$ cat config.mk
export PLATFORM = sky130hd
export DESIGN_NAME = job_queue
export DESIGN_NICKNAME = d
export VERILOG_FILES = /design/src/nn_pkg.sv /design/src/job_queue.sv
export VERILOG_INCLUDE_DIRS = /design/src /design/src/src
export SDC_FILE = /design/constraint.sdc
export NUM_CORES = 1
export LEC_CHECK = 0
export ABC_AREA = 1
export BUFFER_PORTS_ARGS = -buffer_cell sky130_fd_sc_hd__buf_2
export CAP_MARGIN = 20
export CORE_ASPECT_RATIO = 2
export CORE_MARGIN = 2
export CORE_UTILIZATION = 59
export CTS_BUF_LIST = sky130_fd_sc_hd__clkbuf_16
export DETAILED_ROUTE_END_ITERATION = 10
export GPL_ROUTABILITY_DRIVEN = 0
export HOLD_SLACK_MARGIN = 0.12
export PLACE_DENSITY = 0.87
export SLEW_MARGIN = 20
export SYNTH_ARGS = -nofsm -noshare
export SYNTH_HDL_FRONTEND = slang
export SYNTH_SLANG_ARGS = --single-unit
$ cat constraint.sdc
create_clock -name clk -period 3.84 [get_ports clk]
set_input_delay 0 -clock clk [delete_from_list [all_inputs] [get_ports clk]]
set_output_delay 0 -clock clk [all_outputs]
set_load 0.03 [all_outputs]
$ cat src/nn_settings.svh
`ifndef NN_SETTINGS_SVH
`define NN_SETTINGS_SVH

// Scratchpad word and address widths
`define NN_DATA_W 32
`define NN_ADDR_W 8

// Job length counts 0 to 256 elements
`define NN_LEN_W 9

// Jobs waiting beside the one in the engine
`define NN_JOB_DEPTH 4

`define NN_APB_ADDR_W 12

`endif
$ cat src/nn_pkg.sv
`default_nettype none

`include "nn_settings.svh"

package nn_pkg;

  typedef enum logic [2:0] {
    OP_RELU_FW   = 3'd1,
    OP_RELU_BW   = 3'd2,
    OP_BIAS_GRAD = 3'd3
  } op_e;

  typedef enum logic [1:0] {
    IDLE,
    FETCH,
    EXEC,
    FINAL
  } eng_state_e;

  // One launched job as it travels from the APB port to the engine
  typedef struct packed {
    op_e                   op;
    logic [`NN_ADDR_W-1:0] src_base;
    logic [`NN_ADDR_W-1:0] aux_base;
    logic [`NN_ADDR_W-1:0] dst_base;
    logic [`NN_LEN_W-1:0]  len;
  } job_t;

  // Single scratchpad port request
  typedef struct packed {
    logic                  we;
    logic [`NN_ADDR_W-1:0] addr;
    logic [`NN_DATA_W-1:0] wdata;
  } mem_req_t;

endpackage

`default_nettype wire

$ cat src/job_queue.sv
`default_nettype none
`timescale 1ns/1ps

`include "nn_settings.svh"

module job_queue (
  input  wire logic         clk,
  input  wire logic         rst_l,
  input  wire logic         push_valid,
  input  wire nn_pkg::job_t push_job,
  input  wire logic         pop_ready,
  output logic              push_ready,
  output logic              pop_valid,
  output nn_pkg::job_t      pop_job,
  output logic              full,
  output logic              empty
);
  import nn_pkg::*;

  localparam int PTR_W = (`NN_JOB_DEPTH > 1) ? $clog2(`NN_JOB_DEPTH) : 1;
  localparam int CNT_W = $clog2(`NN_JOB_DEPTH + 1);
  localparam logic [PTR_W-1:0] LAST_SLOT = PTR_W'(`NN_JOB_DEPTH - 1);

  job_t             slots [`NN_JOB_DEPTH];
  logic [PTR_W-1:0] wr_ptr;
  logic [PTR_W-1:0] rd_ptr;
  logic [CNT_W-1:0] count;
  logic             do_push;
  logic             do_pop;

  assign full       = count == CNT_W'(`NN_JOB_DEPTH);
  assign empty      = count == '0;
  assign push_ready = !full;
  assign pop_valid  = !empty;
  assign pop_job    = slots[rd_ptr];
  assign do_push    = push_valid && push_ready;
  assign do_pop     = pop_valid && pop_ready;

  always_ff @(posedge clk) begin
    if (do_push) begin
      slots[wr_ptr] <= push_job;
    end
  end

  always_ff @(posedge clk or negedge rst_l) begin
    if (!rst_l) begin
      wr_ptr <= '0;
      rd_ptr <= '0;
      count  <= '0;
    end else begin
      if (do_push) begin
        wr_ptr <= (wr_ptr == LAST_SLOT) ? '0 : wr_ptr + 1'b1;
      end
      if (do_pop) begin
        rd_ptr <= (rd_ptr == LAST_SLOT) ? '0 : rd_ptr + 1'b1;
      end
      // Count only moves when one side is active alone
      case ({do_push, do_pop})
        2'b10:   count <= count + 1'b1;
        2'b01:   count <= count - 1'b1;
        default: ;
      endcase
    end
  end

endmodule

`default_nettype wire

## After elaboration in Yosys (flattened, before gate mapping)

Memory sizes are Yosys's and may differ from the RTL's.
Cells that the tools add are included.

| word-level totals | value |
|---|---|
| register bits after elaboration | 7 |
| RAM bits | 144 |
| input port bits | 40 |
| output and inout port bits | 40 |
| logic and storage cells | 24 |
| memories | 1 |

Memories:

| name | depth | width | read ports | clocked after memory_dff | wr ports | line | text |
|---|---|---|---|---|---|---|---|
| slots | 4 | 36 | 1 | 0 | 1 | job_queue.sv:24 | `` job_t slots [`NN_JOB_DEPTH]; `` |

| cells by class | value |
|---|---|
| $add $sub $neg | 4 |
| eq/ne operators | 5 |
| muxes and demuxes | 5 |
| reduce and logical (&&, ||, !) cells | 6 |

Operators with widths:

| cell | count |
|---|---|
| 2-bit == test, second input constant | 3 |
| 3-bit one-hot mux with 2 select lines | 1 |
| 2-bit by 1-bit adder with 2-bit output, second input constant | 2 |
| 2-bit two-way mux | 2 |
| 3-bit by 1-bit adder with 3-bit output, second input constant | 1 |
| 3-bit == test, second input constant | 1 |
| 3-bit zero test | 1 |
| 3-bit by 1-bit subtractor with 3-bit output, second input constant | 1 |
| 2-bit by 1-bit == test with 1-bit output, second input constant | 1 |
| 1-bit logical AND | 2 |
| 1-bit zero test | 2 |
| 1-bit two-way mux | 2 |
| 2-bit nonzero test | 1 |

## Depth between registers and ports, before layout

| logic depth | value |
|---|---|
| depth in word-level cells | 5 |
| mapped depth | 12 |
| depth with buffers taken out | 12 |

## Worst setup path after synthesis

Ideal clock, no wire load.

| timing path | value |
|---|---|
| path kind | register to register |
| start | register count[0] |
| end | memory slots[0][0] in the netlist's numbering (enable) |
| library setup time | 0.429 ns |
| data arrival time | 2.344 ns |
| required time | 3.411 ns |
| slack | 1.066 ns |
| stages on the path, launching flop included | 5 |
| path buffers | 0 |
| clock period less this slack | 2.774 ns |
| cell sequence | dfrtp_1 -> inv_1 -> nand3_2 -> nand2_1 -> nor2_1 |

| on the way | value |
|---|---|
| cells in the longest elaborated chain, start to end | 5 |

RTL lines:

| element | line | text |
|---|---|---|
| start: declaration | job_queue.sv:27 | `logic [CNT_W-1:0] count;` |
| start signal: assignment | job_queue.sv:59 | `2'b10: count <= count + 1'b1;` |
| start signal: assignment | job_queue.sv:60 | `2'b01: count <= count - 1'b1;` |
| 3-bit == test | job_queue.sv:31 | `` assign full = count == CNT_W'(`NN_JOB_DEPTH); `` |
| 1-bit zero test | job_queue.sv:33 | `assign push_ready = !full;` |
| via push_ready | job_queue.sv:12 | `output logic push_ready,` |
| 1-bit logical AND | job_queue.sv:36 | `assign do_push = push_valid && push_ready;` |
| 1-bit two-way mux | job_queue.sv:40 | `if (do_push) begin` |
| 1-bit two-way mux (implied by the code) | job_queue.sv:41 | `slots[wr_ptr] <= push_job;` |
| end: declaration | job_queue.sv:24 |  |

The timed path passes the listed nets, and every way through them passes these cells.

==> run metrics <==
outcome=finished, final reports clean; RSZ-0062 raised after global routing=false; largest net degree at the start of global routing=115; Core ar.=10400 um2; maxcap violations=0; H-tree depth=4; Critical Path AT=2.53 ns; vias=4108; CP cell instances=buf_4 -> nand2_1 -> o211ai_1 -> nand2_1 -> buf_2; first-pass GRT wire length=20900 um; Chip Width=76.6 um; clock sink count=151; Clock transition at path regs=approximately 0.060 ns; crit end category=output pin; Final Hold Fails=0; Setup TNS=0 ns; worst hold path type=in -> reg; antenna violations before repair=0; vias in the first global route=4288; CP max stage cell=dfrtp_4; Total GRT Usage=0.246; total gr overflow=0; Most used DFF post-synth=edfxtp_1; Yosys top cell area share=0.696; Req. time, crit path=roughly 3.8 ns; IO buf count=between 70 and 80; num rows=53; Syn Nets=527; most frequent cells after synthesis=144 x edfxtp_1, 123 x nand2_1, 87 x inv_1; CP Max Fanout=114; Filler cells=603; Leak=0.00319 uW; fmax=roughly 0.4 GHz; layout cells sized above 1=0.195; die height=roughly 150 um; clk buf depth=2; top-count cell post-synth=edfxtp_1; Initial DRC Count=401; Slew Limit Fails=0; Yosys Warn Count=0; crit-path max cell delay=roughly 1.1 ns; post-synth cell types=18; DRC=0; TritonCTS Buffers=17; post-CTS setup buffer count=0; top cells by area, synth=edfxtp_1 70%, o211ai_1 8.7%, nand2_1 7.4%, inv_1 5.3%, dfrtp_1 2.8%; I/O pin count=80; Critical Path Source Type=register; worst rel slew slack=0.288; Seq/Total Area, Yosys=0.724; Vias/cell=5.47; internal power=between 3000 and 4000 uW; drt pass-1 iters=5; synthesis-stage register bit count=about 150; CTS tree=built; ant diodes=0; share of flip-flops with an asynchronous set or reset=0.0464; Post-CTS Resized=0; leading area contributor after synthesis=edfxtp_1; Cell Area, Synth=slightly above 6000 um2; detailed placement HPWL=between 7000 and 8000 um; Finished Cell Area=roughly 8000 um2; Mapped Cells=480; Net Sw Power=2510 uW; Placed Area=6630 um2; clk_lat worst skew=0.41 ns; Final ANT Viol Nets=0; fin crit share=0.659; combinational fraction of design power=0.352; clk root buf=clkbuf_16; synthesis-to-finish area growth=25.0%; Least-Margin Pin Slew=1.07 ns; Avg Cell Area, Syn=13.0 um2; Initial Util=0.597; Seq pwr share=0.375; WL final=13500 um; Post-synth EDFFs=144; Design Power=about 6500 uW; Worst path most repeated cell=nand2_1; die area=11400 um2; Worst Skew=0.00822 ns; Tmin final=between 2 and 3 ns; Crit Path Class=reg -> out; P per Cell Area=around 840 nW/um2; Avg WL per Cell=between 15 and 20 um; switching part of the total=0.385; Fin Hold WS=0.336 ns; clock share of power=0.274; Peak VDD IR=1.11 mV; final setup vio count=0; Final #Nets=648
-- worst max-delay path: cells and delay by family, from the launching register on --
kind	cells	cell delay, ns
compound gates	1	0.14
buf+inv	2	0.63
flops	1	1.13
simple gates	2	0.19
-- through the flow --
| step | worst slack [ns] | std cells | util |
|---|---|---|---|
| global placement | 1.70 | 675 | 0.636 |
| finish | 1.31 | 751 | 0.746 |
| detailed placement | 1.58 | 675 | 0.636 |
| floorplan | 1.07 | 480 | - |
| CTS | 1.32 | 747 | 0.736 |
| global route | 1.19 | 751 | 0.746 |
-- layout by cell type, fill, tap and decap left out --
cell type and instances:
o21ai_0 1, edfxtp_1 144, inv_6 2, nand2_1 123, dlygate4sd3_1 40, buf_4 2, clkinv_4 1, clkinvlp_4 1
nor2_1 2, nand3_2 1, nand3_1 6, xnor2_1 1, inv_1 89, bufinv_16 5, nor2_4 4, clkbuf_16 17
buf_16 4, inv_2 1, fa_1 1, nand4_1 1, o211ai_1 72, ha_1 6, clkinv_1 2, buf_2 79
dfrtp_1 6, dfrtp_4 1, clkinv_2 2
-- layout make-up --
class	count	area, um2	share of cell area
Inverter	88	330	0.0425
Timing Repair Buffer	125	921	0.119
Clock buffer	17	425	0.0548
Multi-Input combinational cell	218	1210	0.156
Tap cell	137	171	0.0221
Clock inverter	15	209	0.0269
Sequential cell	151	4500	0.580
-- power by group through the flow --
stage	registers [uW]	clock network [uW]	logic, uW
floorplan	2290	0	1790
global placement	2420	0	2060
detailed placement	2460	0	2130
CTS	2430	1790	2200
global route	2470	1860	2450
finish	2440	1780	2290
-- state kept, by name (all words and copies together) (netlist names) --
| signal | count |
|---|---|
| rd_ptr | 2 |
| count | 3 |
| wr_ptr | 2 |
| slots | 144 |
-- kinds of logic (layout without fill, tap and decap cells) --
logic type / after synthesis / count (layout) / synth area share
flops: 151 / 151 / 0.724
xor+xnor: 1 / 1 / 0.00141
fa+ha+maj: 7 / 7 / 0.0153
buf+inv: 111 / 245 / 0.0865
simple gates: 137 / 137 / 0.0853
compound gates: 73 / 73 / 0.0877
-- per-layer routing --
metal | vias up | track usage | part of all wire
met5 | - | 0 | 0
met2 | 190 | 0.455 | 0.56
met1 | 1981 | 0.252 | 0.35
li1 | 1899 | - | -
met3 | 38 | 0.0672 | 0.056
met4 | 0 | 0.119 | 0.034
-- final timing paths --
| kind | cells past startpoint | slack [ns] | startpoint | end |
|---|---|---|---|---|
| worst max-delay path | 5 | 1.31 | rd_ptr[0] | pop_job[24] |
| worst min-delay path | 2 | 0.34 | push_job[1] | slots[2][1] |
| worst max register to register | 10 | 1.51 | count[1] | count[2] |
| worst min register to register | 1 | 0.51 | count[0] | count[0] |
| max in group asynchronous | 3 | 3.03 | rst_l | rd_ptr[0] |
| min in group asynchronous | 3 | 0.54 | rst_l | count[2] |
-- repair_timing --
action                                  in CTS  in global routing
endpoints found under the hold margin      155                  0
endpoints found under the setup margin       0                  0
hold buffers                                40                  0
(Power assumes the default switching activity.)
