===== config.mk =====
export PLATFORM = sky130hd
export DESIGN_NAME = apb_job_port
export DESIGN_NICKNAME = d
export VERILOG_FILES = /design/src/nn_pkg.sv /design/src/apb_job_port.sv
export VERILOG_INCLUDE_DIRS = /design/src /design/src/src
export SDC_FILE = /design/constraint.sdc
export NUM_CORES = 1
export LEC_CHECK = 0
export ABC_CLOCK_PERIOD_IN_PS = 1600
export BUFFER_PORTS_ARGS = -buffer_cell sky130_fd_sc_hd__buf_2
export CELL_PAD_IN_SITES_DETAIL_PLACEMENT = 0
export CELL_PAD_IN_SITES_GLOBAL_PLACEMENT = 1
export CORE_MARGIN = 10
export CORE_UTILIZATION = 26
export CTS_CLUSTER_SIZE = 10
export DETAILED_ROUTE_END_ITERATION = 8
export PLACE_DENSITY_LB_ADDON = 0.12
export SLEW_MARGIN = 20
export SYNTH_ARGS = -nofsm -noshare
export SYNTH_HDL_FRONTEND = slang
export SYNTH_SLANG_ARGS = --single-unit

===== constraint.sdc =====
create_clock -name clk -period 1.6 [get_ports clk]
set_clock_uncertainty 0.15 [all_clocks]
set_input_delay 0.16 -clock clk [delete_from_list [all_inputs] [get_ports clk]]
set_output_delay 0.16 -clock clk [all_outputs]
set_load 0.01 [all_outputs]

===== src/nn_settings.svh =====
`ifndef NN_SETTINGS_SVH
`define NN_SETTINGS_SVH

// Scratchpad word and address widths
`define NN_DATA_W 32
`define NN_ADDR_W 8

// Job length counts 0 to 256 elements
`define NN_LEN_W 9

// Jobs waiting beside the one in the engine
`define NN_JOB_DEPTH 4

`define NN_APB_ADDR_W 12

`endif

===== src/nn_pkg.sv =====
`default_nettype none

`include "nn_settings.svh"

package nn_pkg;

  typedef enum logic [2:0] {
    OP_RELU_FW   = 3'd1,
    OP_RELU_BW   = 3'd2,
    OP_BIAS_GRAD = 3'd3
  } op_e;

  typedef enum logic [1:0] {
    IDLE,
    FETCH,
    EXEC,
    FINAL
  } eng_state_e;

  // One launched job as it travels from the APB port to the engine
  typedef struct packed {
    op_e                   op;
    logic [`NN_ADDR_W-1:0] src_base;
    logic [`NN_ADDR_W-1:0] aux_base;
    logic [`NN_ADDR_W-1:0] dst_base;
    logic [`NN_LEN_W-1:0]  len;
  } job_t;

  // Single scratchpad port request
  typedef struct packed {
    logic                  we;
    logic [`NN_ADDR_W-1:0] addr;
    logic [`NN_DATA_W-1:0] wdata;
  } mem_req_t;

endpackage

`default_nettype wire


===== src/apb_job_port.sv =====
`default_nettype none
`timescale 1ns/1ps

`include "nn_settings.svh"

module apb_job_port (
  input  wire logic                      clk,
  input  wire logic                      rst_l,
  input  wire logic                      psel,
  input  wire logic                      penable,
  input  wire logic                      pwrite,
  input  wire logic [`NN_APB_ADDR_W-1:0] paddr,
  input  wire logic [`NN_DATA_W-1:0]     pwdata,
  output logic      [`NN_DATA_W-1:0]     prdata,
  output logic                           pready,
  output logic                           pslverr,
  output logic                           push_valid,
  output nn_pkg::job_t                   push_job,
  input  wire logic                      push_ready,
  input  wire logic                      queue_full,
  input  wire logic [15:0]               done_count,
  output nn_pkg::mem_req_t               host_req,
  output logic                           host_req_valid,
  input  wire logic [`NN_DATA_W-1:0]     host_rdata
);
  import nn_pkg::*;

  // Word index of each register, byte address bits 4:2
  localparam logic [2:0] REG_SRC    = 3'd0;
  localparam logic [2:0] REG_AUX    = 3'd1;
  localparam logic [2:0] REG_DST    = 3'd2;
  localparam logic [2:0] REG_LEN    = 3'd3;
  localparam logic [2:0] REG_OP     = 3'd4;
  localparam logic [2:0] REG_STATUS = 3'd5;

  logic                  access;
  logic                  is_mem;
  logic                  rd_wait;
  logic                  op_write;
  logic                  op_legal;
  logic [2:0]            reg_idx;
  op_e                   op_req;
  logic [`NN_ADDR_W-1:0] src_q;
  logic [`NN_ADDR_W-1:0] aux_q;
  logic [`NN_ADDR_W-1:0] dst_q;
  logic [`NN_LEN_W-1:0]  len_q;

  assign access  = psel && penable;
  assign is_mem  = paddr[`NN_APB_ADDR_W-1];
  assign reg_idx = paddr[4:2];
  assign op_req  = op_e'(pwdata[2:0]);

  always_comb begin
    case (op_req)
      OP_RELU_FW, OP_RELU_BW, OP_BIAS_GRAD: op_legal = 1'b1;
      default: op_legal = 1'b0;
    endcase
  end

  // Launch on OP write, refused when full or opcode unknown
  assign op_write   = access && pwrite && !is_mem && reg_idx == REG_OP;
  assign push_valid = op_write && op_legal;
  assign pslverr    = op_write && (!op_legal || !push_ready);
  assign push_job   = '{op: op_req, src_base: src_q, aux_base: aux_q,
                        dst_base: dst_q, len: len_q};

  // Scratchpad reads issue in the first access cycle, data back in the second
  assign host_req       = '{we: pwrite, addr: paddr[`NN_ADDR_W+1:2], wdata: pwdata};
  assign host_req_valid = access && is_mem && (pwrite || !rd_wait);
  assign pready         = !(access && is_mem && !pwrite && !rd_wait);

  always_ff @(posedge clk or negedge rst_l) begin
    if (!rst_l) begin
      rd_wait <= 1'b0;
    end else begin
      rd_wait <= access && is_mem && !pwrite && !rd_wait;
    end
  end

  always_ff @(posedge clk or negedge rst_l) begin
    if (!rst_l) begin
      src_q <= '0;
      aux_q <= '0;
      dst_q <= '0;
      len_q <= '0;
    end else if (access && pwrite && !is_mem) begin
      case (reg_idx)
        REG_SRC: src_q <= pwdata[`NN_ADDR_W-1:0];
        REG_AUX: aux_q <= pwdata[`NN_ADDR_W-1:0];
        REG_DST: dst_q <= pwdata[`NN_ADDR_W-1:0];
        REG_LEN: len_q <= pwdata[`NN_LEN_W-1:0];
        default: ;
      endcase
    end
  end

  always_comb begin
    prdata = '0;
    if (is_mem) begin
      prdata = host_rdata;
    end else begin
      case (reg_idx)
        REG_SRC:    prdata[`NN_ADDR_W-1:0] = src_q;
        REG_AUX:    prdata[`NN_ADDR_W-1:0] = aux_q;
        REG_DST:    prdata[`NN_ADDR_W-1:0] = dst_q;
        REG_LEN:    prdata[`NN_LEN_W-1:0] = len_q;
        REG_STATUS: prdata = {{(`NN_DATA_W-17){1'b0}}, queue_full, done_count};
        default:    prdata = '0;
      endcase
    end
  end

endmodule

`default_nettype wire


== Word level (Yosys, flattened, before mapping) ==
Index checks and enable logic that the tools add are counted.
Storage, ports and cells
  RAM bits: 0
  memories kept: 0
  bits in read-only memories: 0
  latch bits: 0
  flip-flop bits (word level): 34
Cells by class
  $mul: 0
  equal/unequal tests: 8
  reduce and logical (&&, ||, !) cells: 24
  shifts and indexed selects: 0
  add/subtract/negate cells: 0
  div/mod/pow operators: 0
  mux-type cells: 5
  bitwise operators: 0
  order comparisons: 0
Operators by type and width (count)
  case mux 8 bit (5 select lines): 1
  2-to-1 mux 32 bit: 1
  equality test 3 x 2 -> 1 bit, second input constant: 4
  logical AND 1 bit: 10
  2-to-1 mux 8 bit: 1
  AND reduction 2 bit: 4
  equality test 3 x 1 -> 1 bit, second input constant: 2
  equality test 3 bit, second input constant: 2
  zero test 1 bit: 6
  zero test 3 bit: 1
  OR reduction 3 bit: 1
  logical OR 1 bit: 2
  case mux 1 bit (2 select lines): 1
  2-to-1 mux 1 bit: 1

== Longest topological paths before layout ==
Gate-level depths: netlist of the first run.
  depth in word-level cells: 6
  mapped depth: 5
  mapped depth without buffers: 3

== Worst setup path after synthesis of the first run ==
OpenSTA, ideal clock, no wires.
  path type: input port to output port
  from: input port paddr[11]
  to: output port prdata[0]
  slack: 0.180 ns
  arrival time: 1.110 ns
  cell stages on the path: 4
  cell sequence: buf_2 or3_1 clkbuf_1 o221ai_1
On the way
  word-level cells in the longest chain between the ends: 1
Ends and longest elaborated chain
  from (decl): line apb_job_port.sv:12  | input wire logic [`NN_APB_ADDR_W-1:0] paddr,
  2-to-1 mux 32 bit: line apb_job_port.sv:99  | if (is_mem) begin
  to (decl): line apb_job_port.sv:14  | output logic [`NN_DATA_W-1:0] prdata,
Every way passes these cells.

== Final worst setup path of the first run ==
  from: register len_q[0]
  to: output port prdata[0]
On the way
  word-level cells in the longest chain between the ends: 2
Ends and longest elaborated chain
  from (decl): line apb_job_port.sv:46  | logic [`NN_LEN_W-1:0] len_q;
  from (signal assigned): line apb_job_port.sv:91  | REG_LEN: len_q <= pwdata[`NN_LEN_W-1:0];
  case mux 8 bit (5 select lines): line apb_job_port.sv:102  | case (reg_idx)
  2-to-1 mux 32 bit: line apb_job_port.sv:99
Every way passes these cells.

==> results_dict.tcl, run 1 <==
set metrics [dict create \
    status "finished with violations" \
    violations "negative setup slack" \
    vdd_ir_drop_max_mv 0.269 \
    layout_commonest_cell "buf_2" \
    ys_seq_elements 34 \
    synthToLayoutAreaGrowth_pct 42.0 \
    layout_common_cells "151 x buf_2, 39 x buf_4, 34 x dfrtp_1, 26 x mux2_2, 15 x and2_1" \
    die_w_microns 115 \
    floorplan.initialDensity_pct 26.8 \
    synth_top_area_cell "dfrtp_1" \
    startpoint_type "register" \
    num_rows 34 \
    cts_max_level 2 \
    grt_max_degree 22 \
    clk_latency_ns 0.28 \
    synth_top_area_share_pct 36.4 \
    io_pins 212 \
    worstSetupPathType "register to output pin" \
    cp_max_fo 2 \
    p_total_mw 2.58 \
    synth_ff_type "dfrtp_1" \
    die_height_microns 115 \
    r2r_cells 3 \
    cp.required_ns 1.29 \
    drv_cap 0 \
    drt_wl_total_mm 9.14 \
    antenna_found_initial 0 \
    finalSetupViolCount 4 \
    cts_sinks 34 \
    first_iter_violations 49 \
    dieArea_sq_um 13200 \
    place_ws_ns -0.0118 \
    fill_cells 921 \
    viasPerCell 4.61 \
    path_clk_slew_ns 0.07 \
    slew_viol_final 0 \
    synth_edf_count 0 \
    cp-end-kind "output pin" \
    powerDensity_nw_per_um2 777 \
    dp.cells 444 \
    p_leak_nw 1.87 \
    postPlaceCellArea_sq_um 3040 \
    async_flop_share_pct 100 \
    multiInputGateArea_sq_um 1120 \
    holdWs_ns 0.0160 \
    setup_ws_ns -0.0272 \
    syn_area_sq_um 2340 \
    hp-class "input port to register" \
    drive_above_1_share_pct 69.0 \
    cts-buffers-inserted 5 \
    synth_warnings 0 \
    place_congestion 0.712 \
    grt_pass1_wl_mm 13.8 \
    wire_per_inst_microns 19.5 \
    vias 2163 \
    cts_tree "done" \
    fin_crit_ns 1.63 \
    grt_pass1_vias 2426 \
    io_buffer_count 152 \
    final_area_sq_um 3320 \
    register_area_sq_um 851 \
    grt_usage_pct 13.2 \
    final_net_count 461 \
    drcViolationCount 0 \
    postLayoutCoreUtil_pct 38.1 \
    cts-root-buf "clkbuf_8" \
    core-area_sq_um 8720 \
    post-route-period-util_pct 102 \
    cp.arrival_ns 1.32 \
    avgSynthCellArea_sq_um 10.8 \
    whs_path_depth 2 \
    syn_nets 315 \
    dp_hpwl_mm 7.36 \
    cts_buffer_depth 2 \
    slew_headroom_pct 72.2 \
    overflow 0 \
    ant_nets 0 \
    ys_top_cells_by_area "dfrtp_1 36%, buf_4 14%, mux2_2 13%" \
    instances_no_fill 469 \
    worstMarginPinSlew_ns 0.417 \
    syn_inst 216 \
    finalHoldViolCount 0 \
    num_antenna_cells 0 \
    yosysSeqAreaShare_pct 36.4 \
    fmax_ghz 0.615 \
    synth.distinct_cells 28 \
    dr.pass1.iters 4 \
    rsz0062_at_grt "yes" \
    setup_tns_ns -0.0543 \
]
-- registers in the layout, indices dropped and copies added (netlist names) --
signal and flops:
aux_q 8, dst_q 8, len_q 9, rd_wait 1, src_q 8
-- synth_stat cells (2+ instances only) --
library cell,count
nand3_2,3
nand3_1,2
o221ai_1,7
dfrtp_1,34
nor2_1,3
or3_1,2
nand2_1,9
clkbuf_1,5
and2_1,15
and3_1,2
and2b_1,2
buf_4,44
mux2i_1,14
nor2b_1,2
a21oi_1,4
mux2_4,9
a2bb2oi_1,7
mux2_2,26
inv_1,3
buf_6,3
buf_2,4
a22o_1,10
-- kinds of logic after synthesis --
| group | count (synthesis) | synth area share, % |
|---|---|---|
| AO/OA/AOI/OAI | 30 | 10.5 |
| buffers and inverters | 59 | 17.7 |
| AND/OR/NAND/NOR | 44 | 11.1 |
| flip-flops | 34 | 36.4 |
| multiplexers | 49 | 24.3 |
-- final cells by class --
cell class                      count  area share, %
Multi-Input combinational cell    123           33.9
Timing Repair Buffer              195           33.6
Sequential cell                    34           25.6
Inverter                            3          0.339
Tap cell                          108           4.07
Clock buffer                        6           2.49
-- critical path, stage by stage, from the launching register on --
cell	delay (ns)
dfrtp_1	0.38
mux2i_1	0.17
a2bb2oi_1	0.17
o221ai_1	0.13
buf_2	0.17
-- where the power goes --
group          total, mW  switching, mW  internal, mW
combinational      0.894          0.406         0.488
sequential          1.05         0.0741         0.971
clock              0.641          0.309         0.332
total               2.58          0.789          1.79
-- timing repair --
item                       in CTS  in global routing
pin swaps                       7                  8
setup endpoints to repair       8                 10
hold endpoints to repair       35                  0
hold buffers                    2                  0
gates cloned                    0                  0
resized for setup               2                  9
buffers inserted               13                  4
-- path summary, 6_finish.rpt --
kind                                      start                    to  slack [ns]
min in group asynchronous                 rst_l  src_q[6]$_DFFE_PN0P_        0.19
hold / removal                        pwdata[4]  len_q[4]$_DFFE_PN0P_        0.02
setup reg to reg           len_q[2]$_DFFE_PN0P_  len_q[2]$_DFFE_PN0P_        0.45
hold reg to reg            aux_q[1]$_DFFE_PN0P_  aux_q[1]$_DFFE_PN0P_        0.38
setup / recovery           len_q[0]$_DFFE_PN0P_             prdata[0]       -0.03
max in group asynchronous                 rst_l  dst_q[3]$_DFFE_PN0P_        0.65
-- layer usage --
layer  global-route usage, %  wire length, microns  up-vias
met5                       0                     0        -
met4                    3.55                   136        0
met3                    6.15                  1200       18
met2                    20.1                  4010      128
met1                    16.3                  3790     1001
li1                        -                     -     1016
(Power assumes the default switching activity.)
==> run 2, diff against run 1 <==
--- a/config.mk
+++ b/config.mk
@@ -19,3 +19,4 @@
 export SYNTH_ARGS = -nofsm -noshare
 export SYNTH_HDL_FRONTEND = slang
 export SYNTH_SLANG_ARGS = --single-unit
+export TNS_END_PERCENT = 30
==> results_dict.tcl, run 2 (synthesized netlist as in run 1, its figures left out) <==
set metrics [dict create \
    cp.arrival_ns 1.31 \
    dp_hpwl_mm 7.36 \
    rsz0062_at_grt "yes" \
    p_total_mw 2.56 \
    die_w_microns 115 \
    powerDensity_nw_per_um2 779 \
    p_clk_share_pct 25.1 \
    finalHoldViolCount 0 \
    cts-root-buf "clkbuf_8" \
    intPower_mw 1.77 \
    largest_reg_flops 9 \
    drive_above_1_share_pct 68.5 \
    vdd_ir_drop_max_mv 0.273 \
    fin_crit_ns 1.62 \
    fmax_ghz 0.616 \
    first_iter_violations 53 \
    hp-class "input port to register" \
    num_rows 34 \
    synthToLayoutAreaGrowth_pct 40.4 \
    floorplan.initialDensity_pct 26.8 \
    cts_buffer_depth 2 \
    place_congestion 0.712 \
    final_net_count 456 \
    vias 2135 \
    setup_tns_ns -0.0695 \
    reg2reg_setup_slack_ns 0.45 \
    holdWs_ns 0.0151 \
    clk_latency_ns 0.28 \
    path_clk_slew_ns 0.07 \
    grt_pass1_wl_mm 13.7 \
    core-area_sq_um 8720 \
    cts_sinks 34 \
    cp-end-kind "output pin" \
    io_buffer_count 152 \
    violations "negative setup slack" \
    num_antenna_cells 0 \
    drcViolationCount 0 \
    antenna_found_initial 0 \
    slew_headroom_pct 72.1 \
    worstMarginPinSlew_ns 0.418 \
    viasPerCell 4.60 \
    startpoint_type "register" \
    cts-buffers-inserted 5 \
    slew_viol_final 0 \
    cp_max_fo 2 \
    overflow 0 \
    drv_cap 0 \
    power.switching_uw 786 \
    dieArea_sq_um 13200 \
    grt_usage_pct 13.1 \
    cp.required_ns 1.29 \
    layout_commonest_cell "buf_2" \
    ant_nets 0 \
    pwr-share-seq_pct 41.1 \
    drt_wl_total_mm 9.08 \
    regMostFlops "len_q" \
    status "finished with violations" \
    p_sw_share_pct 30.7 \
    place_ws_ns -0.0118 \
    layout_common_cells "151 x buf_2, 34 x dfrtp_1, 34 x buf_4, 26 x mux2_2, 15 x and2_1" \
    grt_pass1_vias 2406 \
    wire_per_inst_microns 19.6 \
    grt_max_degree 22 \
    post-route-period-util_pct 101 \
    p_leak_nw 1.84 \
    combinationalPowerShare_pct 33.8 \
    instances_no_fill 464 \
    worstSetupPathType "register to output pin" \
    dp.cells 444 \
    setup_ws_ns -0.0239 \
    die_height_microns 115 \
    cts_max_level 2 \
    finalSetupViolCount 4 \
    io_pins 212 \
    cts_tree "done" \
    dr.pass1.iters 4 \
]
-- run 2: worst paths after layout --
path | to | startpoint | cells after the start
worst max-delay path | prdata[0] | len_q[0]$_DFFE_PN0P_ | 4
worst min-delay path | len_q[4]$_DFFE_PN0P_ | pwdata[4] | 2
worst max register to register | len_q[2]$_DFFE_PN0P_ | len_q[2]$_DFFE_PN0P_ | 3
worst min register to register | aux_q[1]$_DFFE_PN0P_ | aux_q[1]$_DFFE_PN0P_ | 1
max in group asynchronous | dst_q[3]$_DFFE_PN0P_ | rst_l | 3
min in group asynchronous | src_q[6]$_DFFE_PN0P_ | rst_l | 2
-- run 2: worst max-delay path, stage by stage, from the launching register on --
cell,delay (ns)
dfrtp_1,0.38
mux2i_1,0.17
a2bb2oi_1,0.17
o221ai_1,0.13
buf_2,0.17
-- run 2: per-layer routing --
| layer | routed length, microns | GRT usage [%] | vias up |
|---|---|---|---|
| met1 | 3810 | 16.2 | 987 |
| met2 | 3970 | 20.0 | 124 |
| met3 | 1170 | 6.15 | 18 |
| met4 | 136 | 3.55 | 0 |
| met5 | 0 | 0 | - |
| li1 | - | - | 1006 |
-- run 2: final cells by class --
type,count,area (sq um)
multi-input combinational,123,1120
clock buffer,6,82.6
fill,928,5440
timing repair buffer,190,1080
sequential,34,851
tap,108,135
inverter,3,11.3
-- run 2: per-stage QoR --
stage | instance area, sq um | utilization (%)
6_report | 3280 | 37.6
3_5_place_dp | 3040 | 34.8
5_1_grt | 3280 | 37.6
3_3_place_gp | 3040 | 34.8
2_1_floorplan | 2340 | -
4_1_cts | 3210 | 36.8
-- run 2: power by group through the flow --
stage	clock network (mW)	logic (mW)	registers, mW
final	0.643	0.864	1.05
after global routing	0.708	0.954	1.07
after CTS	0.671	0.848	1.05
after detailed placement	0	0.791	1.07
after global placement	0	0.789	1.07
after floorplan	0	0.427	1.11
-- run 2: repair_timing --
item | in CTS | in global routing
endpoints found under the setup margin | 8 | 10
hold buffers | 2 | 0
gates resized for setup | 2 | 9
gates cloned | 0 | 0
setup buffers | 8 | 4
hold endpoints to repair | 35 | 0
pin swaps | 7 | 8
