<file path="config.mk">
export PLATFORM = sky130hd
export DESIGN_NAME = layer_engine
export DESIGN_NICKNAME = d
export VERILOG_FILES = /design/src/nn_pkg.sv /design/src/layer_engine.sv
export VERILOG_INCLUDE_DIRS = /design/src /design/src/src
export SDC_FILE = /design/constraint.sdc
export NUM_CORES = 1
export LEC_CHECK = 0
export BUFFER_PORTS_ARGS = -buffer_cell sky130_fd_sc_hd__buf_2
export CORE_ASPECT_RATIO = 0.75
export CORE_UTILIZATION = 45
export DETAILED_ROUTE_END_ITERATION = 7
export GPL_TIMING_DRIVEN = 0
export PLACE_DENSITY_LB_ADDON = 0.08
export SETUP_SLACK_MARGIN = 0.5
export SYNTH_ARGS = -nofsm -noshare
export SYNTH_HDL_FRONTEND = slang
export SYNTH_SLANG_ARGS = --single-unit
</file>
<file path="constraint.sdc">
create_clock -name clk -period 3.25 [get_ports clk]
set_clock_uncertainty 0.05 [all_clocks]
set_input_delay 0.975 -clock clk [delete_from_list [all_inputs] [get_ports clk]]
set_output_delay 0.975 -clock clk [all_outputs]
set_load 0.01 [all_outputs]
</file>
<file path="src/nn_settings.svh">
`ifndef NN_SETTINGS_SVH
`define NN_SETTINGS_SVH

// Scratchpad word and address widths
`define NN_DATA_W 32
`define NN_ADDR_W 8

// Job length counts 0 to 256 elements
`define NN_LEN_W 9

// Jobs waiting beside the one in the engine
`define NN_JOB_DEPTH 4

`define NN_APB_ADDR_W 12

`endif
</file>
<file path="src/nn_pkg.sv">
`default_nettype none

`include "nn_settings.svh"

package nn_pkg;

  typedef enum logic [2:0] {
    OP_RELU_FW   = 3'd1,
    OP_RELU_BW   = 3'd2,
    OP_BIAS_GRAD = 3'd3
  } op_e;

  typedef enum logic [1:0] {
    IDLE,
    FETCH,
    EXEC,
    FINAL
  } eng_state_e;

  // One launched job as it travels from the APB port to the engine
  typedef struct packed {
    op_e                   op;
    logic [`NN_ADDR_W-1:0] src_base;
    logic [`NN_ADDR_W-1:0] aux_base;
    logic [`NN_ADDR_W-1:0] dst_base;
    logic [`NN_LEN_W-1:0]  len;
  } job_t;

  // Single scratchpad port request
  typedef struct packed {
    logic                  we;
    logic [`NN_ADDR_W-1:0] addr;
    logic [`NN_DATA_W-1:0] wdata;
  } mem_req_t;

endpackage

`default_nettype wire

</file>
<file path="src/layer_engine.sv">
`default_nettype none
`timescale 1ns/1ps

`include "nn_settings.svh"

module layer_engine (
  input  wire logic                  clk,
  input  wire logic                  rst_l,
  input  wire logic                  pop_valid,
  input  wire nn_pkg::job_t          pop_job,
  output logic                       pop_ready,
  output nn_pkg::mem_req_t           eng_req,
  output logic                       eng_req_valid,
  input  wire logic [`NN_DATA_W-1:0] eng_rdata,
  output logic                       job_done,
  output logic                       active,
  output logic [15:0]                done_count
);
  import nn_pkg::*;

  eng_state_e            state;
  job_t                  job;
  logic [`NN_LEN_W-1:0]  idx;
  logic [`NN_LEN_W-1:0]  idx_next;
  logic [`NN_ADDR_W-1:0] ofs;
  logic [`NN_DATA_W-1:0] acc;
  logic [`NN_DATA_W-1:0] relu_out;
  logic                  aux_pos;
  logic                  src_phase;
  logic                  bw_src_read;
  logic                  elem_done;
  logic                  last;
  logic                  finish;

  assign pop_ready = state == IDLE;
  assign active    = state != IDLE;
  assign idx_next  = idx + 1'b1;
  assign last      = idx_next == job.len;
  assign ofs       = idx[`NN_ADDR_W-1:0];
  assign relu_out  = eng_rdata[`NN_DATA_W-1] ? '0 : eng_rdata;

  // ReLU backward spends a second EXEC cycle reading the source word
  assign bw_src_read = state == EXEC && job.op == OP_RELU_BW && !src_phase;
  assign elem_done   = state == EXEC && !bw_src_read;
  assign finish      = state == FINAL || (elem_done && last && job.op != OP_BIAS_GRAD);

  always_comb begin
    eng_req_valid = 1'b0;
    eng_req.we    = 1'b0;
    eng_req.addr  = job.src_base + ofs;
    eng_req.wdata = relu_out;
    case (state)
      FETCH: begin
        eng_req_valid = 1'b1;
        if (job.op == OP_RELU_BW) begin
          eng_req.addr = job.aux_base + ofs;
        end
      end
      EXEC: begin
        if (bw_src_read) begin
          eng_req_valid = 1'b1;
        end else if (job.op == OP_RELU_FW || job.op == OP_RELU_BW) begin
          eng_req_valid = 1'b1;
          eng_req.we    = 1'b1;
          eng_req.addr  = job.dst_base + ofs;
          if (job.op == OP_RELU_BW) begin
            eng_req.wdata = aux_pos ? eng_rdata : '0;
          end
        end
      end
      FINAL: begin
        // Bias sum lands in a single word
        if (job.op == OP_BIAS_GRAD) begin
          eng_req_valid = 1'b1;
          eng_req.we    = 1'b1;
          eng_req.addr  = job.dst_base;
          eng_req.wdata = acc;
        end
      end
      default: ;
    endcase
  end

  always_ff @(posedge clk or negedge rst_l) begin
    if (!rst_l) begin
      state      <= IDLE;
      idx        <= '0;
      src_phase  <= 1'b0;
      job_done   <= 1'b0;
      done_count <= '0;
    end else begin
      job_done <= finish;
      if (finish) begin
        done_count <= done_count + 1'b1;
      end
      case (state)
        IDLE: begin
          if (pop_valid) begin
            idx       <= '0;
            src_phase <= 1'b0;
            state     <= (pop_job.len == '0) ? FINAL : FETCH;
          end
        end
        FETCH: state <= EXEC;
        EXEC: begin
          if (bw_src_read) begin
            src_phase <= 1'b1;
          end else begin
            src_phase <= 1'b0;
            idx       <= idx_next;
            if (!last) begin
              state <= FETCH;
            end else if (job.op == OP_BIAS_GRAD) begin
              state <= FINAL;
            end else begin
              state <= IDLE;
            end
          end
        end
        FINAL: state <= IDLE;
        default: state <= IDLE;
      endcase
    end
  end

  always_ff @(posedge clk) begin
    if (pop_valid && pop_ready) begin
      job <= pop_job;
      acc <= '0;
    end
    if (bw_src_read) begin
      // Gradient passes only where the forward input was positive
      aux_pos <= !eng_rdata[`NN_DATA_W-1] && |eng_rdata;
    end
    if (elem_done && job.op == OP_BIAS_GRAD) begin
      acc <= acc + eng_rdata;
    end
  end

endmodule

`default_nettype wire

</file>
# Yosys cells after proc, flatten, opt, wreduce, memory -nomap -nowiden
# Index checks and enable logic that the tools add are counted.
# totals
in_bits	71
output_inout_bits	61
wordCells	78
register_bits	98
# classes
n_addsub	6
eq_ne	10
n_reduce_logical	22
mux	28
# op_table
op	n
32-bit 2-to-1 mux	4
41-bit 2-to-1 mux	3
32-bit case mux with 2 select lines	1
32-bit adder	1
32-bit OR reduction	1
31-bit 2-to-1 mux	1
8-bit adder	3
8-bit case mux with 3 select lines	1
9-bit 2-to-1 mux	2
9-bit case mux with 2 select lines	1
16-bit by 1-bit adder with 16-bit output, second input constant	1
2-bit 2-to-1 mux	5
9-bit by 1-bit adder with 9-bit output, second input constant	1
9-bit == test	1
9-bit zero test	1
1-bit logical AND	8
8-bit 2-to-1 mux	1
2-bit case mux with 4 select lines	1
3-bit by 2-bit == test with 1-bit output, second input constant	2
2-bit nonzero test	3
1-bit 2-to-1 mux	5
2-bit == test, second input constant	2
2-bit != test, second input constant	2
1-bit case mux with 2 select lines	2
9 further kinds	13

# Logic depth before layout (Yosys ltp)
# Gate-level depths: netlist (run 1).
# logic_depth
depth_word	8
ltp_mapped	11
ltp_nobuf	11

# Least setup slack after synthesis (run 1)
# OpenSTA, ideal clock, no wires.
# synth_timing
kind	input to register
startpoint	input eng_rdata[0]
endpoint	register acc[26] (data pin)
arrival_ns	2.982
n_path_buf	0
required_time_ns	2.934
setup_slack_ns	-0.048
stages	10
setup_ns	0.266
path_cell_list	ha_1 > fa_1 > a21oi_1 > o211ai_1 > o211ai_1 > a21oi_1 > o41ai_1 > o21ai_0 > xnor2_1 > nor2_1
# synth_via
elab_chain_len	2
# synth_rtl
item	line_no	rtl
start, declared	layer_engine.sv:14	input wire logic [`NN_DATA_W-1:0] eng_rdata,
32-bit adder	layer_engine.sv:136	acc <= acc + eng_rdata;
32-bit 2-to-1 mux	layer_engine.sv:135	if (elem_done && job.op == OP_BIAS_GRAD) begin
end signal, assigned	layer_engine.sv:136	
end, declared	layer_engine.sv:26	logic [`NN_DATA_W-1:0] acc;
# No other way between the ends.
# A chain may end at the register's enable or synchronous reset.

==> impl_metrics.py, run 1 <==
metrics = {
    "outcome": {
        "run_status": "finished, violations left",
        "violations": "negative setup slack",
    },
    "detailed_routing": {
        "viasPerCell": 5.90,
        "wl_mm": 22.2,
        "firstDrtPassIters": 5,
        "drtIter0Drc": 556,
        "drc": 0,
        "num_vias": 6646,
        "wl_per_cell_um": 19.7,
        "detail-route-antenna-nets": 0,
    },
    "pwr": {
        "cellPowerDensity_nw_per_um2": 649,
        "leakage_nw": 4.29,
        "irDropWorstVdd_uv": 476,
    },
    "yosys": {
        "ys_dominant_reg_cell": "edfxtp_1",
        "yosys_warnings": 0,
        "ys_seq_elements": 98,
        "synth-async-reset-ratio_pct": 29.6,
        "synth-edff-count": 69,
        "syn_inst": 717,
        "syn_avg_cell_area_um2": 9.74,
        "syn_nets": 846,
        "seq_area_frac_synth_pct": 40.1,
        "yosysUniqueCellTypes": 61,
        "syn_area_um2": 6980,
    },
    "setup_path": {
        "worstPathRequired_ns": 2.22,
        "cp_max_fo": 4,
        "critical_path_class": "reg2out",
        "arrival_ns": 2.54,
        "end_kind": "output port",
        "crit_path_start_kind": "flip-flop",
    },
    "die": {
        "fp-row-count": 39,
        "start_util_pct": 46.0,
        "coreArea_um2": 15200,
        "fp.dieW_um": 146,
        "dieHeight_um": 110,
        "ios": 132,
        "dieArea_um2": 16000,
    },
    "cells_and_area": {
        "area_delta_synth_final_pct": 43.6,
        "final_area_um2": 10000,
        "nNetsFinal": 1045,
        "final_util_pct": 66.1,
        "antennaDiodeCount": 0,
        "drive_gt1_share_pct": 40.6,
    },
    "clock_tree": {
        "cts_max_level": 3,
        "cts_hold_buf": 0,
        "cts_buffers": 9,
        "clk_pin_slew_worst_paths_ns": 0.08,
        "insertion_delay_ns": 0.37,
        "clock-sinks": 98,
        "cts_tree": "yes",
        "max-clock-path-buffers": 2,
        "cts-root-buf": "clkbuf_16",
    },
    "global_routing": {
        "grt-ovfl-total": 0,
        "grt_max_degree": 39,
        "grt_pass1_wl_mm": 32.9,
        "grt_use_total_pct": 26.8,
        "grt_pass1_vias": 6054,
        "antenna_found_initial": 0,
    },
    "placement": {
        "globalplace.congestion": 0.895,
        "port-buffer-count": 130,
        "place_hpwl_mm": 15.1,
        "pre_cts_slack_ns": -0.487,
        "placed_area_um2": 8210,
    },
    "sta": {
        "fin_crit_ns": 3.57,
        "setup_viol": 29,
        "hold_slack_ns": 0.442,
        "relSlewSlack_pct": 55.3,
        "hold_violations": 0,
        "fin_tns_setup_ns": -2.34,
        "maxSlewViolCount": 0,
        "max_freq_mhz": 280,
        "worst_slew_pin_slew_ns": 0.671,
        "grt_setup_unrepaired": "yes",
        "finalCritPeriodShare_pct": 110,
        "fin_ws_ns": -0.319,
    },
    "flow_run": {
        "timing.max_cap.violations": 0,
    },
    "min_path": {
        "hp-class": "reg2reg",
    },
}
## critical path, cell delays in order (launching register included)
cell	delay, ns
dfrtp_2	0.46
ha_4	0.16
inv_2	0.04
fa_2	0.41
inv_2	0.06
a21o_1	0.13
a21oi_2	0.06
buf_4	0.14
xnor2_2	0.12
nand2_1	0.08
o21ai_2	0.05
a221oi_2	0.21
nand2_1	0.09
buf_2	0.15
## placed cells by master (no fill, tap or decap), types with 5 or more instances in the layout
master     netlist  final
a21o_1          20     19
a21oi_1         47     28
a21oi_2          0     16
a22o_1          31     29
and3_1          15     10
and3_4           0      5
buf_2            3    122
buf_4            2     46
buf_6            2     22
buf_8            0     12
clkbuf_16        0     14
dfrtp_1         29     27
edfxtp_1        69     69
ha_1            54     28
ha_4             0     24
inv_1           27     22
nand2_1         60     53
nand3_1         22     16
nand3_2          0      5
nand4_1         11     11
nor2_1          51     45
nor2_4           0      6
nor2b_1          9      7
nor3_1          14     13
nor4_1          11     10
o21a_1           8      8
o21ai_0         44     26
o21ai_1          0      6
o21ai_2          0      9
o21bai_1        12      9
xnor2_1         52     44
xnor2_2          0      8
xor2_1          17     17
## logic make-up after synthesis
kind of cell,count (synthesis),share of synthesized area (%)
simple gates,222,15.8
compound gates,213,20.9
flops,98,40.1
xor+xnor,69,8.66
fa+ha+maj,58,10.8
buf+inv,54,3.28
mux,3,0.448
## stage by stage
stage	instances	power, mW
after global routing	1126	6.84
final	1126	6.51
after CTS	1106	6.09
after detailed placement	1052	4.43
after floorplan	717	3.67
after global placement	1052	4.38
## layout make-up
class | instances | area, µm²
flip-flops and latches | 98 | 2800
inverters | 27 | 104
repair buffers | 188 | 1280
multi-input cells | 565 | 4980
fillers | 1190 | 5150
well taps | 205 | 256
plain buffers | 27 | 287
clock buffers | 11 | 264
clock inverters | 5 | 51.3
## routing by layer
layer	vias to the layer above	share of wire (%)	routed length, µm	GRT usage (%)
met5	-	0	0	0
met4	0	1.2	267	7.44
met3	24	6.8	1520	4.69
met2	282	45	9890	39.8
met1	3242	47	10500	39.8
li1	3098	-	-	-
## cell usage after synthesis, types with 3 or more instances
master	count	area, µm²
o31ai_1	4	30.0
and3_1	15	93.8
ha_1	54	676
a2111oi_0	6	52.6
a222oi_1	3	30.0
nand4_1	11	68.8
fa_1	4	80.1
a22o_1	31	272
dfrtp_1	29	726
nor2b_1	9	56.3
nor3b_1	4	30.0
a22oi_1	4	30.0
buf_2	3	15.0
a31oi_1	3	18.8
a211oi_1	7	52.6
clkbuf_1	17	63.8
xnor2_1	52	455
o21bai_1	12	90.1
a21oi_1	47	235
or3_1	3	18.8
nand2b_1	5	31.3
edfxtp_1	69	2070
a21o_1	20	150
a221oi_1	5	43.8
o21ai_0	44	220
inv_1	27	101
o41ai_1	3	26.3
nor4_1	11	68.8
or2_2	4	25.0
o21a_1	8	60.1
nor3_1	14	70.1
nand3_1	22	110
nor2_1	51	191
xor2_1	17	149
buf_1	3	11.3
nand2_1	60	225
## flip-flops by register name, indices dropped and copies added (netlist names)
| name | flops |
|---|---|
| acc | 32 |
| aux_pos | 1 |
| done_count | 16 |
| idx | 9 |
| job | 36 |
| job_done | 1 |
| src_phase | 1 |
| state | 2 |
## final timing paths
path                       slack, ns                          to  cells past startpoint                  startpoint
max in group asynchronous       2.09          idx[1]$_DFFE_PN0P_                      1                       rst_l
max reg2reg                     0.32   done_count[8]$_DFFE_PN0P_                     12          idx[0]$_DFFE_PN0P_
min in group asynchronous       0.59          idx[5]$_DFFE_PN0P_                      1                       rst_l
min                             0.44  done_count[15]$_DFFE_PN0P_                      1  done_count[15]$_DFFE_PN0P_
min reg2reg                     0.44  done_count[15]$_DFFE_PN0P_                      1  done_count[15]$_DFFE_PN0P_
max                            -0.32                 eng_req[36]                     13          idx[0]$_DFFE_PN0P_
## what timing repair did
| item | CTS | global route |
|---|---|---|
| endpoints found under the setup margin | 111 | 121 |
| pin swaps | 59 | 57 |
| gates resized for setup | 128 | 100 |
| gates cloned | 5 | 0 |
| buffers inserted | 33 | 20 |
## report_power, final
part	switching [mW]	internal, mW	total [mW]
clock	0.550	0.607	1.16
sequential	0.255	1.67	1.92
combinational	1.82	1.60	3.43
total	2.63	3.88	6.51
Power figures use the tool's default switching activity.
==> run 2, diff against run 1 <==
--- a/config.mk
+++ b/config.mk
@@ -6,6 +6,7 @@
 export SDC_FILE = /design/constraint.sdc
 export NUM_CORES = 1
 export LEC_CHECK = 0
+export ABC_AREA = 1
 export BUFFER_PORTS_ARGS = -buffer_cell sky130_fd_sc_hd__buf_2
 export CORE_ASPECT_RATIO = 0.75
 export CORE_UTILIZATION = 45
==> constraint.sdc (replaced) <==
create_clock -name clk -period 2.9 [get_ports clk]
set_clock_uncertainty 0.05 [all_clocks]
set_input_delay 0.87 -clock clk [delete_from_list [all_inputs] [get_ports clk]]
set_output_delay 0.87 -clock clk [all_outputs]
set_load 0.01 [all_outputs]
==> impl_metrics.py, run 2 <==
metrics = {
    "yosys": {
        "syn_inst": 1006,
        "seq_area_frac_synth_pct": 37.2,
        "synthTopCellsByCount": "nand2_1, inv_1, nor2_1, a21oi_1, nand3_1",
        "ys_dominant_reg_cell": "edfxtp_1",
        "synth.most_common_cell": "nand2_1",
        "syn_area_um2": 7520,
        "yosysTopAreaCell": "edfxtp_1",
        "synth-async-reset-ratio_pct": 29.6,
        "yosysUniqueCellTypes": 46,
        "ys_seq_elements": 98,
        "syn_avg_cell_area_um2": 7.47,
        "yosys_warnings": 0,
        "synth_area_leaders": "edfxtp_1, nand2_1, dfrtp_1",
        "synth-edff-count": 69,
        "syn_nets": 1135,
        "synth_top_area_share_pct": 27.6,
    },
    "detailed_routing": {
        "num_vias": 8053,
        "wl_per_cell_um": 18.0,
        "viasPerCell": 5.62,
        "detail-route-antenna-nets": 0,
        "drtIter0Drc": 607,
        "drc": 0,
        "firstDrtPassIters": 5,
        "wl_mm": 25.8,
    },
    "die": {
        "coreArea_um2": 16200,
        "fp-row-count": 40,
        "fp.dieW_um": 151,
        "dieHeight_um": 114,
        "ios": 132,
        "dieArea_um2": 17200,
        "start_util_pct": 46.5,
    },
    "pwr": {
        "irDropWorstVdd_uv": 379,
        "cellPowerDensity_nw_per_um2": 660,
        "leakage_nw": 4.84,
    },
    "setup_path": {
        "r2r_slack_ns": 0.44,
        "reg2reg_to": "done_count[7]$_DFFE_PN0P_",
        "end_kind": "output port",
        "worstPathRequired_ns": 1.98,
        "rr_worst_depth": 16,
        "timing.rr.start": "idx[0]$_DFFE_PN0P_",
        "crit_path_start_kind": "flip-flop",
        "worstSetupStartpoint": "idx[0]$_DFFE_PN0P_",
        "arrival_ns": 2.34,
        "cp_max_fo": 4,
        "critical_path_class": "reg2out",
    },
    "global_routing": {
        "use_met3_pct": 7.52,
        "grt_use_total_pct": 29.8,
        "grt_pass1_wl_mm": 38.4,
        "grt_pass1_vias": 7262,
        "grt_most_used_layer": "met1",
        "met2_usage_pct": 41.9,
        "met1_usage_pct": 45.0,
        "grt_max_degree": 39,
        "grt-ovfl-total": 0,
        "antenna_found_initial": 1,
    },
    "clock_tree": {
        "cts_tree": "yes",
        "cts_buffers": 9,
        "max-clock-path-buffers": 2,
        "insertion_delay_ns": 0.37,
        "clk_pin_slew_worst_paths_ns": 0.07,
        "cts-root-buf": "clkbuf_16",
        "cts_max_level": 3,
        "clock-sinks": 98,
    },
    "cells_and_area": {
        "mostFrequentLayoutCell": "nand2_1",
        "top_regs": "job (36), acc (32), done_count (16)",
        "fill_cells": 1370,
        "most-common-layout-cells": "nand2_1, buf_2, inv_1, nor2_1, edfxtp_1",
        "drive_gt1_share_pct": 36.0,
        "area_delta_synth_final_pct": 44.8,
        "final_util_pct": 67.3,
        "final_area_um2": 10900,
        "nNetsFinal": 1345,
        "largest-register": "job",
        "largest_reg_flops": 36,
    },
    "sta": {
        "relSlewSlack_pct": 54.5,
        "max_freq_mhz": 307,
        "hold_violations": 0,
        "maxSlewViolCount": 0,
        "worst_slew_pin_slew_ns": 0.682,
        "setup_viol": 38,
        "fin_ws_ns": -0.361,
        "grt_setup_unrepaired": "yes",
        "finalCritPeriodShare_pct": 112,
        "fin_crit_ns": 3.26,
    },
    "outcome": {
        "run_status": "finished, violations left",
        "violations": "negative setup slack",
    },
    "placement": {
        "placed_area_um2": 8910,
        "place_hpwl_mm": 18.4,
        "globalplace.congestion": 0.961,
        "pre_cts_slack_ns": -0.360,
        "port-buffer-count": 130,
    },
    "min_path": {
        "hp-class": "in2async",
    },
    "flow_run": {
        "timing.max_cap.violations": 0,
    },
}
## run 2: changes by cell type after synthesis, sizes merged, moves of 30 or more
cell / previous run / this run
a22o: 31 / 1
nor2: 52 / 95
xnor2: 52 / 17
nand3: 22 / 80
nand2: 60 / 263
a21oi: 47 / 82
inv: 27 / 117
## run 2: repair_timing
| item | in CTS | in global routing |
|---|---|---|
| gates resized for setup | 138 | 127 |
| setup endpoints to repair | 92 | 119 |
| hold buffers | 0 | 0 |
| gates cloned | 2 | 1 |
| setup buffers | 41 | 25 |
| pin swaps | 36 | 44 |
## run 2: cell families after synthesis
group | Yosys count | synth area share, %
AO/OA/AOI/OAI | 199 | 14.7
XOR/XNOR | 26 | 3.03
adder cells (fa/ha/maj) | 58 | 10.0
buffers and inverters | 131 | 6.72
flip-flops | 98 | 37.2
AND/OR/NAND/NOR | 494 | 28.3
## run 2: area by class of cell
class                      count  area, µm²  area share (%)
buffer                        14        200            1.84
antenna                        1       2.50          0.0230
timing repair buffer         199       1510            13.9
tap                          210        263            2.41
clock inverter                 6       42.5           0.391
sequential                    98       2810            25.8
multi-input combinational    777       5340            49.1
clock buffer                  10        250            2.30
inverter                     117        464            4.26
## run 2: where the power goes
group | internal, mW | total, mW | switching (mW)
sequential | 1.86 | 2.10 | 0.241
combinational | 1.58 | 3.84 | 2.25
clock | 0.643 | 1.24 | 0.601
total | 4.09 | 7.18 | 3.09
## run 2: through the flow
| step | std cells | hold slack [ns] | total power, mW | TNS [ns] |
|---|---|---|---|---|
| floorplan | 1006 | 0.466 | 3.93 | 0 |
| global placement | 1346 | 0.483 | 4.79 | -23.32 |
| detailed placement | 1346 | 0.490 | 4.82 | -6.29 |
| CTS | 1405 | 0.508 | 6.66 | -5.64 |
| global route | 1431 | 0.543 | 7.61 | -9.24 |
| finish | 1432 | 0.492 | 7.18 | -6.25 |
## run 2: critical path: stages, from the launching register on
cell      delay [ns]
dfrtp_2         0.46
ha_4            0.17
inv_2           0.04
fa_2            0.33
nand3b_1        0.16
nand2_1         0.09
nand2_2         0.06
nand2_1         0.09
a21oi_2         0.07
or2_4           0.23
nand3_2         0.05
nand4_1         0.09
buf_2           0.15
## run 2: how the worst max path moves through the flow
stage	endpoint	cells after the start
finish	eng_req[38]	12
floorplan	eng_req[38]	9
detailed placement	eng_req[30]	8
global placement	acc[1]$_SDFFCE_PN0P_	5
CTS	eng_req[38]	12
global route	eng_req[38]	12
## run 2: routing by layer
layer	up-vias	part of all wire [%]
met5	-	0
met2	332	41
met4	0	1.6
met1	3821	47
li1	3866	-
met3	34	10
